## src/rtl/modexp_pkg.sv

```systemverilog
/* sizes and shared types for the Montgomery exponentiator
   n must stay below R/4 so the top two bits of the top word are zero */
package modexp_pkg;

    localparam int WORD_WIDTH     = 32;
    localparam int NUM_WORDS      = 4;                   // 128-bit modulus
    localparam int WORD_IDX_WIDTH = (NUM_WORDS > 1) ? $clog2(NUM_WORDS) : 1;
    localparam int BIT_IDX_WIDTH  = $clog2(NUM_WORDS * WORD_WIDTH);

    typedef logic [WORD_WIDTH-1:0] word_t;

    // least significant word at index 0
    typedef word_t [NUM_WORDS-1:0] operand_t;

    // one word position of every input operand
    typedef struct packed {
        word_t m;
        word_t e;
        word_t n;
        word_t r;   // R mod n
        word_t t;   // R^2 mod n
    } load_word_t;

    typedef enum logic [3:0] {
        PH_IDLE,
        PH_LOAD,
        PH_WAIT_COMPUTE,
        PH_TO_MONT,
        PH_FIND_TOP_BIT,
        PH_SQUARE,
        PH_MULTIPLY,
        PH_FROM_MONT,
        PH_COMPLETE,
        PH_UNLOAD,
        PH_TERMINAL
    } exp_phase_t;

endpackage

```

## src/rtl/exp_control.sv

```systemverilog
/* left-to-right square-and-multiply over e, result read out one word per cycle
   e must be nonzero, otherwise the top bit scan never ends */
`timescale 1ns/1ps

module exp_control import modexp_pkg::*; (
    input  logic       clk,
    input  logic       reset,
    input  logic       start_input,
    input  logic       start_compute,
    input  logic       get_result,
    input  logic       load_done,
    input  logic       mont_done,
    input  operand_t   m,
    input  operand_t   e,
    input  operand_t   r,
    input  operand_t   t,
    input  operand_t   product,
    output operand_t   a,
    output operand_t   b,
    output logic       mont_start,
    output exp_phase_t phase,
    output word_t      result_word,
    output logic       idle
);

    operand_t                        m_bar;
    operand_t                        c_bar;     // running result, Montgomery form
    logic [NUM_WORDS*WORD_WIDTH-1:0] e_flat;
    logic [BIT_IDX_WIDTH-1:0]        bit_idx;
    logic [WORD_IDX_WIDTH-1:0]       out_idx;

    assign e_flat      = e;
    assign idle        = (phase == PH_IDLE);
    assign result_word = (phase == PH_UNLOAD) ? c_bar[out_idx] : '0;

    // factor steering
    always_comb begin
        a = c_bar;
        b = c_bar;
        case (phase)
            PH_TO_MONT: begin
                a = m;
                b = t;
            end
            PH_MULTIPLY: begin
                b = m_bar;
            end
            PH_FROM_MONT: begin
                a = operand_t'(1);    // leaves the Montgomery domain
            end
            default: begin
            end
        endcase
    end

    always_ff @(posedge clk or posedge reset) begin
        if (reset) begin
            phase      <= PH_IDLE;
            bit_idx    <= '0;
            out_idx    <= '0;
            mont_start <= 1'b0;
        end else begin
            mont_start <= 1'b0;
            case (phase)
                PH_IDLE: begin
                    if (start_input) begin
                        phase <= PH_LOAD;
                    end
                end
                PH_LOAD: begin
                    if (load_done) begin
                        phase <= PH_WAIT_COMPUTE;
                    end
                end
                PH_WAIT_COMPUTE: begin
                    if (start_compute) begin
                        phase      <= PH_TO_MONT;
                        mont_start <= 1'b1;
                    end
                end
                PH_TO_MONT: begin
                    if (mont_done) begin
                        phase   <= PH_FIND_TOP_BIT;
                        bit_idx <= BIT_IDX_WIDTH'(NUM_WORDS * WORD_WIDTH - 1);
                    end
                end
                PH_FIND_TOP_BIT: begin
                    if (e_flat[bit_idx]) begin
                        phase      <= PH_SQUARE;
                        mont_start <= 1'b1;
                    end else begin
                        bit_idx <= bit_idx - 1'b1;  // one bit per cycle
                    end
                end
                PH_SQUARE: begin
                    if (mont_done) begin
                        mont_start <= 1'b1;
                        if (e_flat[bit_idx]) begin
                            phase <= PH_MULTIPLY;
                        end else if (bit_idx == '0) begin
                            phase <= PH_FROM_MONT;
                        end else begin
                            bit_idx <= bit_idx - 1'b1;  // square again
                        end
                    end
                end
                PH_MULTIPLY: begin
                    if (mont_done) begin
                        mont_start <= 1'b1;
                        if (bit_idx == '0) begin
                            phase <= PH_FROM_MONT;
                        end else begin
                            phase   <= PH_SQUARE;
                            bit_idx <= bit_idx - 1'b1;
                        end
                    end
                end
                PH_FROM_MONT: begin
                    if (mont_done) begin
                        phase <= PH_COMPLETE;
                    end
                end
                PH_COMPLETE: begin
                    if (get_result) begin
                        phase   <= PH_UNLOAD;
                        out_idx <= '0;
                    end
                end
                PH_UNLOAD: begin
                    out_idx <= out_idx + 1'b1;
                    if (out_idx == WORD_IDX_WIDTH'(NUM_WORDS - 1)) begin
                        phase <= PH_TERMINAL;
                    end
                end
                PH_TERMINAL: phase <= PH_IDLE;
                default:     phase <= PH_IDLE;
            endcase
        end
    end

    // product capture, c_bar starts as R mod n
    always_ff @(posedge clk) begin
        if (mont_done) begin
            if (phase == PH_TO_MONT) begin
                m_bar <= product;
                c_bar <= r;
            end else begin
                c_bar <= product;
            end
        end
    end

endmodule

```

## src/rtl/modexp_top.sv

```systemverilog
/* m^e mod n by Montgomery exponentiation with plain strobes and no back-pressure
   needs odd n below R/4, 0 < m < n, nonzero e, nprime0 = -n^-1 mod 2^w held stable */
`timescale 1ns/1ps

module modexp_top import modexp_pkg::*; (
    input  logic       clk,
    input  logic       reset,
    input  logic       start_input,
    input  logic       start_compute,
    input  logic       get_result,
    input  load_word_t load_words,
    input  word_t      nprime0,
    output exp_phase_t phase,
    output word_t      result_word
);

    operand_t m;
    operand_t e;
    operand_t n;
    operand_t r;
    operand_t t;
    operand_t a;
    operand_t b;
    operand_t product;
    logic     load_done;
    logic     idle;
    logic     mont_start;
    logic     mont_done;

    operand_store u_store (
        .clk         (clk),
        .reset       (reset),
        .start_input (start_input),
        .idle        (idle),
        .load_words  (load_words),
        .m           (m),
        .e           (e),
        .n           (n),
        .r           (r),
        .t           (t),
        .load_done   (load_done)
    );

    exp_control u_ctrl (
        .clk           (clk),
        .reset         (reset),
        .start_input   (start_input),
        .start_compute (start_compute),
        .get_result    (get_result),
        .load_done     (load_done),
        .mont_done     (mont_done),
        .m             (m),
        .e             (e),
        .r             (r),
        .t             (t),
        .product       (product),
        .a             (a),
        .b             (b),
        .mont_start    (mont_start),
        .phase         (phase),
        .result_word   (result_word),
        .idle          (idle)
    );

    mont_mult u_mont (
        .clk     (clk),
        .reset   (reset),
        .start   (mont_start),
        .a       (a),
        .b       (b),
        .n       (n),
        .nprime0 (nprime0),
        .product (product),
        .done    (mont_done)
    );

endmodule

```

## src/rtl/mont_mult.sv

```systemverilog
/* word-serial Montgomery product a*b*R^-1 mod n, no final subtraction
   start is taken only while idle; a, b, n and nprime0 must hold until done */
`timescale 1ns/1ps

module mont_mult import modexp_pkg::*; (
    input  logic     clk,
    input  logic     reset,
    input  logic     start,
    input  operand_t a,
    input  operand_t b,
    input  operand_t n,
    input  word_t    nprime0,
    output operand_t product,
    output logic     done
);

    typedef enum logic [2:0] {
        ST_IDLE,
        ST_MUL,     // v += a[i] * b
        ST_FOLD,    // fold top carry into v[N], v[N+1]
        ST_RED,     // reduction factor
        ST_ADDN,    // v = (v + mfac * n) >> w
        ST_CARRY,   // v[N-1] = v[N] + c
        ST_TOP      // v[N] = v[N+1] + c
    } step_t;

    step_t                     step;
    logic                      capture;    // 0 issue cycle, 1 capture cycle
    logic [WORD_IDX_WIDTH-1:0] i_idx;
    logic [WORD_IDX_WIDTH-1:0] j_idx;
    word_t [NUM_WORDS+1:0]     v;          // partial vector
    word_t                     carry_r;
    word_t                     mfac;
    word_t                     mx;
    word_t                     my;
    word_t                     mz;
    word_t                     mc;
    word_t                     msum;
    word_t                     mcarry;

    mul_add u_mul_add (
        .clk      (clk),
        .x        (mx),
        .y        (my),
        .z        (mz),
        .carry_in (mc),
        .sum      (msum),
        .carry    (mcarry)
    );

    // multiplier operand select per step
    always_comb begin
        mx = '0;
        my = '0;
        mz = '0;
        mc = carry_r;
        case (step)
            ST_MUL: begin
                mx = a[i_idx];
                my = b[j_idx];
                mz = v[j_idx];
                if (j_idx == '0) begin
                    mc = '0;            // fresh carry chain
                end
            end
            ST_FOLD: begin
                mz = v[NUM_WORDS];
            end
            ST_RED: begin
                mx = v[0];
                my = nprime0;
                mc = '0;
            end
            ST_ADDN: begin
                mx = mfac;
                my = n[j_idx];
                mz = v[j_idx];
                if (j_idx == '0) begin
                    mc = '0;
                end
            end
            ST_CARRY: begin
                mz = v[NUM_WORDS];
            end
            ST_TOP: begin
                mz = v[NUM_WORDS+1];
            end
            default: begin
                mc = '0;
            end
        endcase
    end

    always_ff @(posedge clk or posedge reset) begin
        if (reset) begin
            step    <= ST_IDLE;
            capture <= 1'b0;
            i_idx   <= '0;
            j_idx   <= '0;
            done    <= 1'b0;
        end else begin
            done <= 1'b0;
            if (step == ST_IDLE) begin
                capture <= 1'b0;
                if (start) begin
                    step  <= ST_MUL;
                    i_idx <= '0;
                    j_idx <= '0;
                end
            end else if (!capture) begin
                capture <= 1'b1;
            end else begin
                capture <= 1'b0;
                case (step)
                    ST_MUL, ST_ADDN: begin
                        j_idx <= j_idx + 1'b1;
                        if (j_idx == WORD_IDX_WIDTH'(NUM_WORDS - 1)) begin
                            j_idx <= '0;
                            step  <= (step == ST_MUL) ? ST_FOLD : ST_CARRY;
                        end
                    end
                    ST_FOLD:  step <= ST_RED;
                    ST_RED:   step <= ST_ADDN;
                    ST_CARRY: step <= ST_TOP;
                    ST_TOP: begin
                        i_idx <= i_idx + 1'b1;
                        step  <= ST_MUL;
                        if (i_idx == WORD_IDX_WIDTH'(NUM_WORDS - 1)) begin
                            step <= ST_IDLE;
                            done <= 1'b1;   // product valid from here
                        end
                    end
                    default: step <= ST_IDLE;
                endcase
            end
        end
    end

    always_ff @(posedge clk) begin
        if (step == ST_IDLE && start) begin
            v       <= '0;
            carry_r <= '0;
            mfac    <= '0;
        end else if (capture) begin
            case (step)
                ST_MUL: begin
                    v[j_idx] <= msum;
                    carry_r  <= mcarry;
                end
                ST_FOLD: begin
                    v[NUM_WORDS]   <= msum;
                    v[NUM_WORDS+1] <= mcarry;
                end
                ST_RED: begin
                    mfac <= msum;           // only the low word matters
                end
                ST_ADDN: begin
                    if (j_idx != '0) begin
                        v[j_idx - 1'b1] <= msum;   // shift down one word
                    end
                    carry_r <= mcarry;
                end
                ST_CARRY: begin
                    v[NUM_WORDS-1] <= msum;
                    carry_r        <= mcarry;
                end
                ST_TOP: begin
                    v[NUM_WORDS] <= msum;
                end
                default: begin
                end
            endcase
        end
    end

    assign product = v[NUM_WORDS-1:0];

endmodule

```

## src/rtl/mul_add.sv

```systemverilog
/* registered x*y+z+carry_in, one cycle latency
   the full double-width result always fits, no overflow possible */
`timescale 1ns/1ps

module mul_add import modexp_pkg::*; (
    input  logic  clk,
    input  word_t x,
    input  word_t y,
    input  word_t z,
    input  word_t carry_in,
    output word_t sum,
    output word_t carry
);

    logic [2*WORD_WIDTH-1:0] acc;

    always_ff @(posedge clk) begin
        acc <= (2*WORD_WIDTH)'(x) * (2*WORD_WIDTH)'(y)
             + (2*WORD_WIDTH)'(z) + (2*WORD_WIDTH)'(carry_in);
    end

    assign sum   = acc[WORD_WIDTH-1:0];            // low word
    assign carry = acc[2*WORD_WIDTH-1:WORD_WIDTH]; // high word

endmodule

```

## src/rtl/operand_store.sv

```systemverilog
/* serial load of m, e, n, r and t, exactly NUM_WORDS words, low word first
   start_input is ignored unless the controller reports idle */
`timescale 1ns/1ps

module operand_store import modexp_pkg::*; (
    input  logic       clk,
    input  logic       reset,
    input  logic       start_input,
    input  logic       idle,
    input  load_word_t load_words,
    output operand_t   m,
    output operand_t   e,
    output operand_t   n,
    output operand_t   r,
    output operand_t   t,
    output logic       load_done
);

    logic                      loading;
    logic [WORD_IDX_WIDTH-1:0] word_cnt;

    always_ff @(posedge clk or posedge reset) begin
        if (reset) begin
            loading   <= 1'b0;
            word_cnt  <= '0;
            load_done <= 1'b0;
        end else begin
            load_done <= 1'b0;
            if (!loading) begin
                if (start_input && idle) begin
                    loading  <= 1'b1;
                    word_cnt <= '0;
                end
            end else begin
                word_cnt <= word_cnt + 1'b1;
                if (word_cnt == WORD_IDX_WIDTH'(NUM_WORDS - 1)) begin
                    loading   <= 1'b0;
                    load_done <= 1'b1;  // one cycle after the last word
                end
            end
        end
    end

    always_ff @(posedge clk) begin
        if (loading) begin
            m[word_cnt] <= load_words.m;
            e[word_cnt] <= load_words.e;
            n[word_cnt] <= load_words.n;
            r[word_cnt] <= load_words.r;
            t[word_cnt] <= load_words.t;
        end
    end

endmodule

```

## config.mk

```make
export PLATFORM = sky130hd
export DESIGN_NAME = modexp_top
export DESIGN_NICKNAME = d
export VERILOG_FILES = /design/src/rtl/modexp_pkg.sv /design/src/rtl/exp_control.sv /design/src/rtl/modexp_top.sv /design/src/rtl/mont_mult.sv /design/src/rtl/mul_add.sv /design/src/rtl/operand_store.sv
export SDC_FILE = /design/constraint.sdc
export NUM_CORES = 2
export LEC_CHECK = 0
export BUFFER_PORTS_ARGS = -buffer_cell sky130_fd_sc_hd__buf_2
export CAP_MARGIN = 10
export CORE_MARGIN = 1
export CORE_UTILIZATION = 45
export DETAILED_ROUTE_END_ITERATION = 10
export HOLD_SLACK_MARGIN = 0.1
export PLACE_DENSITY = 0.71
export SLEW_MARGIN = 40
export SYNTH_ARGS = -nofsm -noshare
export SYNTH_HDL_FRONTEND = slang
export SYNTH_SLANG_ARGS = --single-unit
```

## constraint.sdc

```tcl
create_clock -name clk -period 12.6 [get_ports clk]
set_clock_uncertainty 0.15 [all_clocks]
set_input_delay 3.15 -clock clk [delete_from_list [all_inputs] [get_ports clk]]
set_output_delay 3.15 -clock clk [all_outputs]
set_load 0.005 [all_outputs]
```

==> reports/qor.json <==
{
  "groute.usage.overall": 0.296,
  "clk_path_buf_depth": 3,
  "drv_cap": 0,
  "worst_hold_margin_ns": 0.237,
  "worstSetupEndpoint": "u_mont.u_mul_add.acc[61]",
  "gp_congestion": 1.01,
  "first_global_vias": 62500,
  "cts_tree": "built",
  "fin_tns_setup_ns": 0,
  "asyncSetResetFlopFracSynth": 0.0217,
  "antenna_found_initial": 48,
  "layout.cells.most_common_list": "sky130_fd_sc_hd__nand2_1 (1233), sky130_fd_sc_hd__inv_1 (1045), sky130_fd_sc_hd__fa_1 (959)",
  "min_path_type": "register to register",
  "timing.critical_path.arrival_ns": 12.11,
  "r2r_setup_slack_ns": 0.99,
  "layout-drive-gt1-share": 0.135,
  "status": "complete, no violations",
  "io_pins": 233,
  "r2r_start": "u_ctrl.phase[0]",
  "seq_area_frac_synth": 0.400,
  "worst_min_path_start": "u_mont.u_mul_add.acc[46]",
  "setup.worst_path.start_class": "register",
  "design.die.area_sq_um": 190000,
  "postSynth.topFlopCell": "sky130_fd_sc_hd__edfxtp_1",
  "clkLatencyLatePin_ns": 0.80,
  "io_buffers": 232,
  "via_count": 61600,
  "ant_nets": 0,
  "timing_max_transition_violations_final": 0,
  "ys_seq_elements": 1243,
  "numnets_final": 9170,
  "worst_setup_path_end_kind": "register",
  "grt_start_max_net_pins": 181,
  "drc_errors": 0,
  "number_of_buffers_added_by_the_clock_tree_synthesis_step": 119,
  "yosysWarningCount": 0,
  "placement.setup.worst_slack_ns": 0.551,
  "syn-mean-instance-area_sq_um": 11.1,
  "first_pass_grt_wire_length_mm": 414,
  "timing_worst_slew_pin_value_ns": 0.978,
  "timing.critical_path.slowest_stage_cell": "sky130_fd_sc_hd__dfrtp_1",
  "grt_remaining_overflow": 0,
  "cts_htree_levels": 3,
  "ctsResizeCount": 0,
  "r2r_cells": 34,
  "clk_slew_on_worst_s_h_paths_ns": 0.07,
  "initial_utilization": 0.453,
  "clock.fmax_mhz": 86.2,
  "criticalPathCategory": "register to register",
  "firstDrtPassIters": 7,
  "route.detailed.vias_per_inst": 5.95,
  "final_period_minus_worst_setup_slack_ns": 11.61,
  "synthesis.area_sq_um": 84900,
  "post_drt_wl_per_cell_um": 27.3,
  "synth.distinct_cells": 69,
  "crit_path_frequent_cell": "sky130_fd_sc_hd__fa_1",
  "die_x_um": 436,
  "worst_r2r_endpoint": "u_mont.u_mul_add.acc[61]",
  "postSynthNetCount": 9064,
  "critPathLaunch": "u_ctrl.phase[0]",
  "report.final.setup_viol": 0,
  "layout_commonest_cell": "sky130_fd_sc_hd__nand2_1",
  "timing.final.ws_setup_ns": 0.994,
  "drtIter0Drc": 7629,
  "critical-path-max-stage-delay_ns": 0.71,
  "slew_headroom": 0.341,
  "ctsRootBufferMaster": "sky130_fd_sc_hd__clkbuf_16",
  "dp_hpwl_mm": 206,
  "final_min_period_over_clock_period": 0.921,
  "critical_path_required_ns": 13.10,
  "synthCells": 7619,
  "flow.area_growth_from_synthesis_pct": 10.7,
  "cts_post_setup_buffers_inserted": 0,
  "rows": 159,
  "detail_route.wirelength_mm": 282,
  "core_area_sq_um": 188000,
  "dieHeight_um": 436,
  "synth-edff-count": 896,
  "cp_max_fo": 59,
  "clkSinkCount": 1243,
  "unrepaired_setup_endpoints_after_global_routing": "false",
  "cts_hold_buf": 0,
  "timing.final.hold_violations": 0
}
critical path, delay by kind of cell (launching register included):
kind            cells  cell delay, ns
fa+ha+maj           9            4.50
compound gates     10            3.10
simple gates        8            1.93
buf+inv             7            1.03
flops               1            0.71
per-stage QoR:
step / utilization / area, sq um / std cells
after global placement: 0.477 / 89400 / 10100
after detailed placement: 0.478 / 89700 / 10100
after floorplan: - / 84900 / 7619
after global routing: 0.501 / 93900 / 10300
final: 0.501 / 94000 / 10400
after CTS: 0.500 / 93800 / 10300
logic make-up (layout without fill, tap and decap cells):
group	count (synthesis)	count (layout)	share of synthesized area
AO/OA/AOI/OAI	1028	1028	0.0772
flip-flops	1243	1243	0.400
buffers and inverters	1531	1742	0.0680
AND/OR/NAND/NOR	2156	2156	0.107
XOR/XNOR	61	61	0.00629
multiplexers	352	352	0.0726
adder cells (fa/ha/maj)	1248	1248	0.269
other	0	27	0
area by class of cell:
type | instances | area (sq um)
antenna | 27 | 67.6
clock buffer | 163 | 3290
clock inverter | 63 | 873
fill | 16300 | 93600
inverter | 1049 | 3940
multi-input combinational | 4845 | 45400
sequential | 1243 | 34000
tap | 2495 | 3120
timing repair buffer | 467 | 3280
worst min-delay path by stage:
stage / to / slack, ns / depth (start not counted)
5_1_grt: u_mont.carry_r[14] / 0.27 / 2
3_5_place_dp: u_mont.carry_r[0] / 0.30 / 2
6_report: u_mont.carry_r[14] / 0.24 / 2
2_1_floorplan: u_mont.carry_r[0] / 0.28 / 2
3_3_place_gp: u_mont.carry_r[6] / 0.29 / 2
4_1_cts: u_mont.carry_r[14] / 0.23 / 2
sequential cells by signal (all words and copies together) (netlist names), 32 cells and up:
name                  cells
u_mont.product          128
u_store.r               128
u_store.e               128
u_mont.mfac              32
u_mont.v                 64
u_store.n               128
u_mont.carry_r           32
u_store.t               128
u_mont.u_mul_add.acc     64
u_ctrl.c_bar            128
u_store.m               128
u_ctrl.m_bar            128
metal layers:
metal	wire, um	up-vias	GRT usage
met5	141	-	0
met4	17300	22	0.155
met3	32400	805	0.0745
met2	128000	3995	0.455
met1	105000	31200	0.387
li1	-	25600	-
synth_stat cells, types with 13 or more instances:
cell,instances,area (sq um)
sky130_fd_sc_hd__nand2_1,1233,4630
sky130_fd_sc_hd__inv_1,1046,3930
sky130_fd_sc_hd__fa_1,959,19200
sky130_fd_sc_hd__edfxtp_1,896,26900
sky130_fd_sc_hd__nor2_1,576,2160
sky130_fd_sc_hd__a21oi_1,466,2330
sky130_fd_sc_hd__clkbuf_1,414,1550
sky130_fd_sc_hd__dfxtp_1,320,6410
sky130_fd_sc_hd__ha_1,289,3620
sky130_fd_sc_hd__mux4_2,198,4460
sky130_fd_sc_hd__a221oi_1,163,1430
sky130_fd_sc_hd__o21ai_0,133,666
sky130_fd_sc_hd__mux2_2,132,1490
sky130_fd_sc_hd__nor3b_1,130,976
sky130_fd_sc_hd__a22oi_1,71,533
sky130_fd_sc_hd__buf_1,56,210
sky130_fd_sc_hd__a22o_1,53,464
sky130_fd_sc_hd__nor2b_1,53,332
sky130_fd_sc_hd__nor3_1,45,225
sky130_fd_sc_hd__a21o_1,40,300
sky130_fd_sc_hd__xnor2_1,36,315
sky130_fd_sc_hd__nand2b_1,31,194
sky130_fd_sc_hd__and2_1,30,188
sky130_fd_sc_hd__dfrtp_1,27,676
sky130_fd_sc_hd__xor2_1,25,219
sky130_fd_sc_hd__mux2i_1,22,220
sky130_fd_sc_hd__nand4_1,19,119
sky130_fd_sc_hd__a222oi_1,15,150
sky130_fd_sc_hd__nand3_1,13,65.1
Power is left out: the tool's default activity adds up to more than one toggle a clock period on the data nets, which glitch-free logic cannot reach.
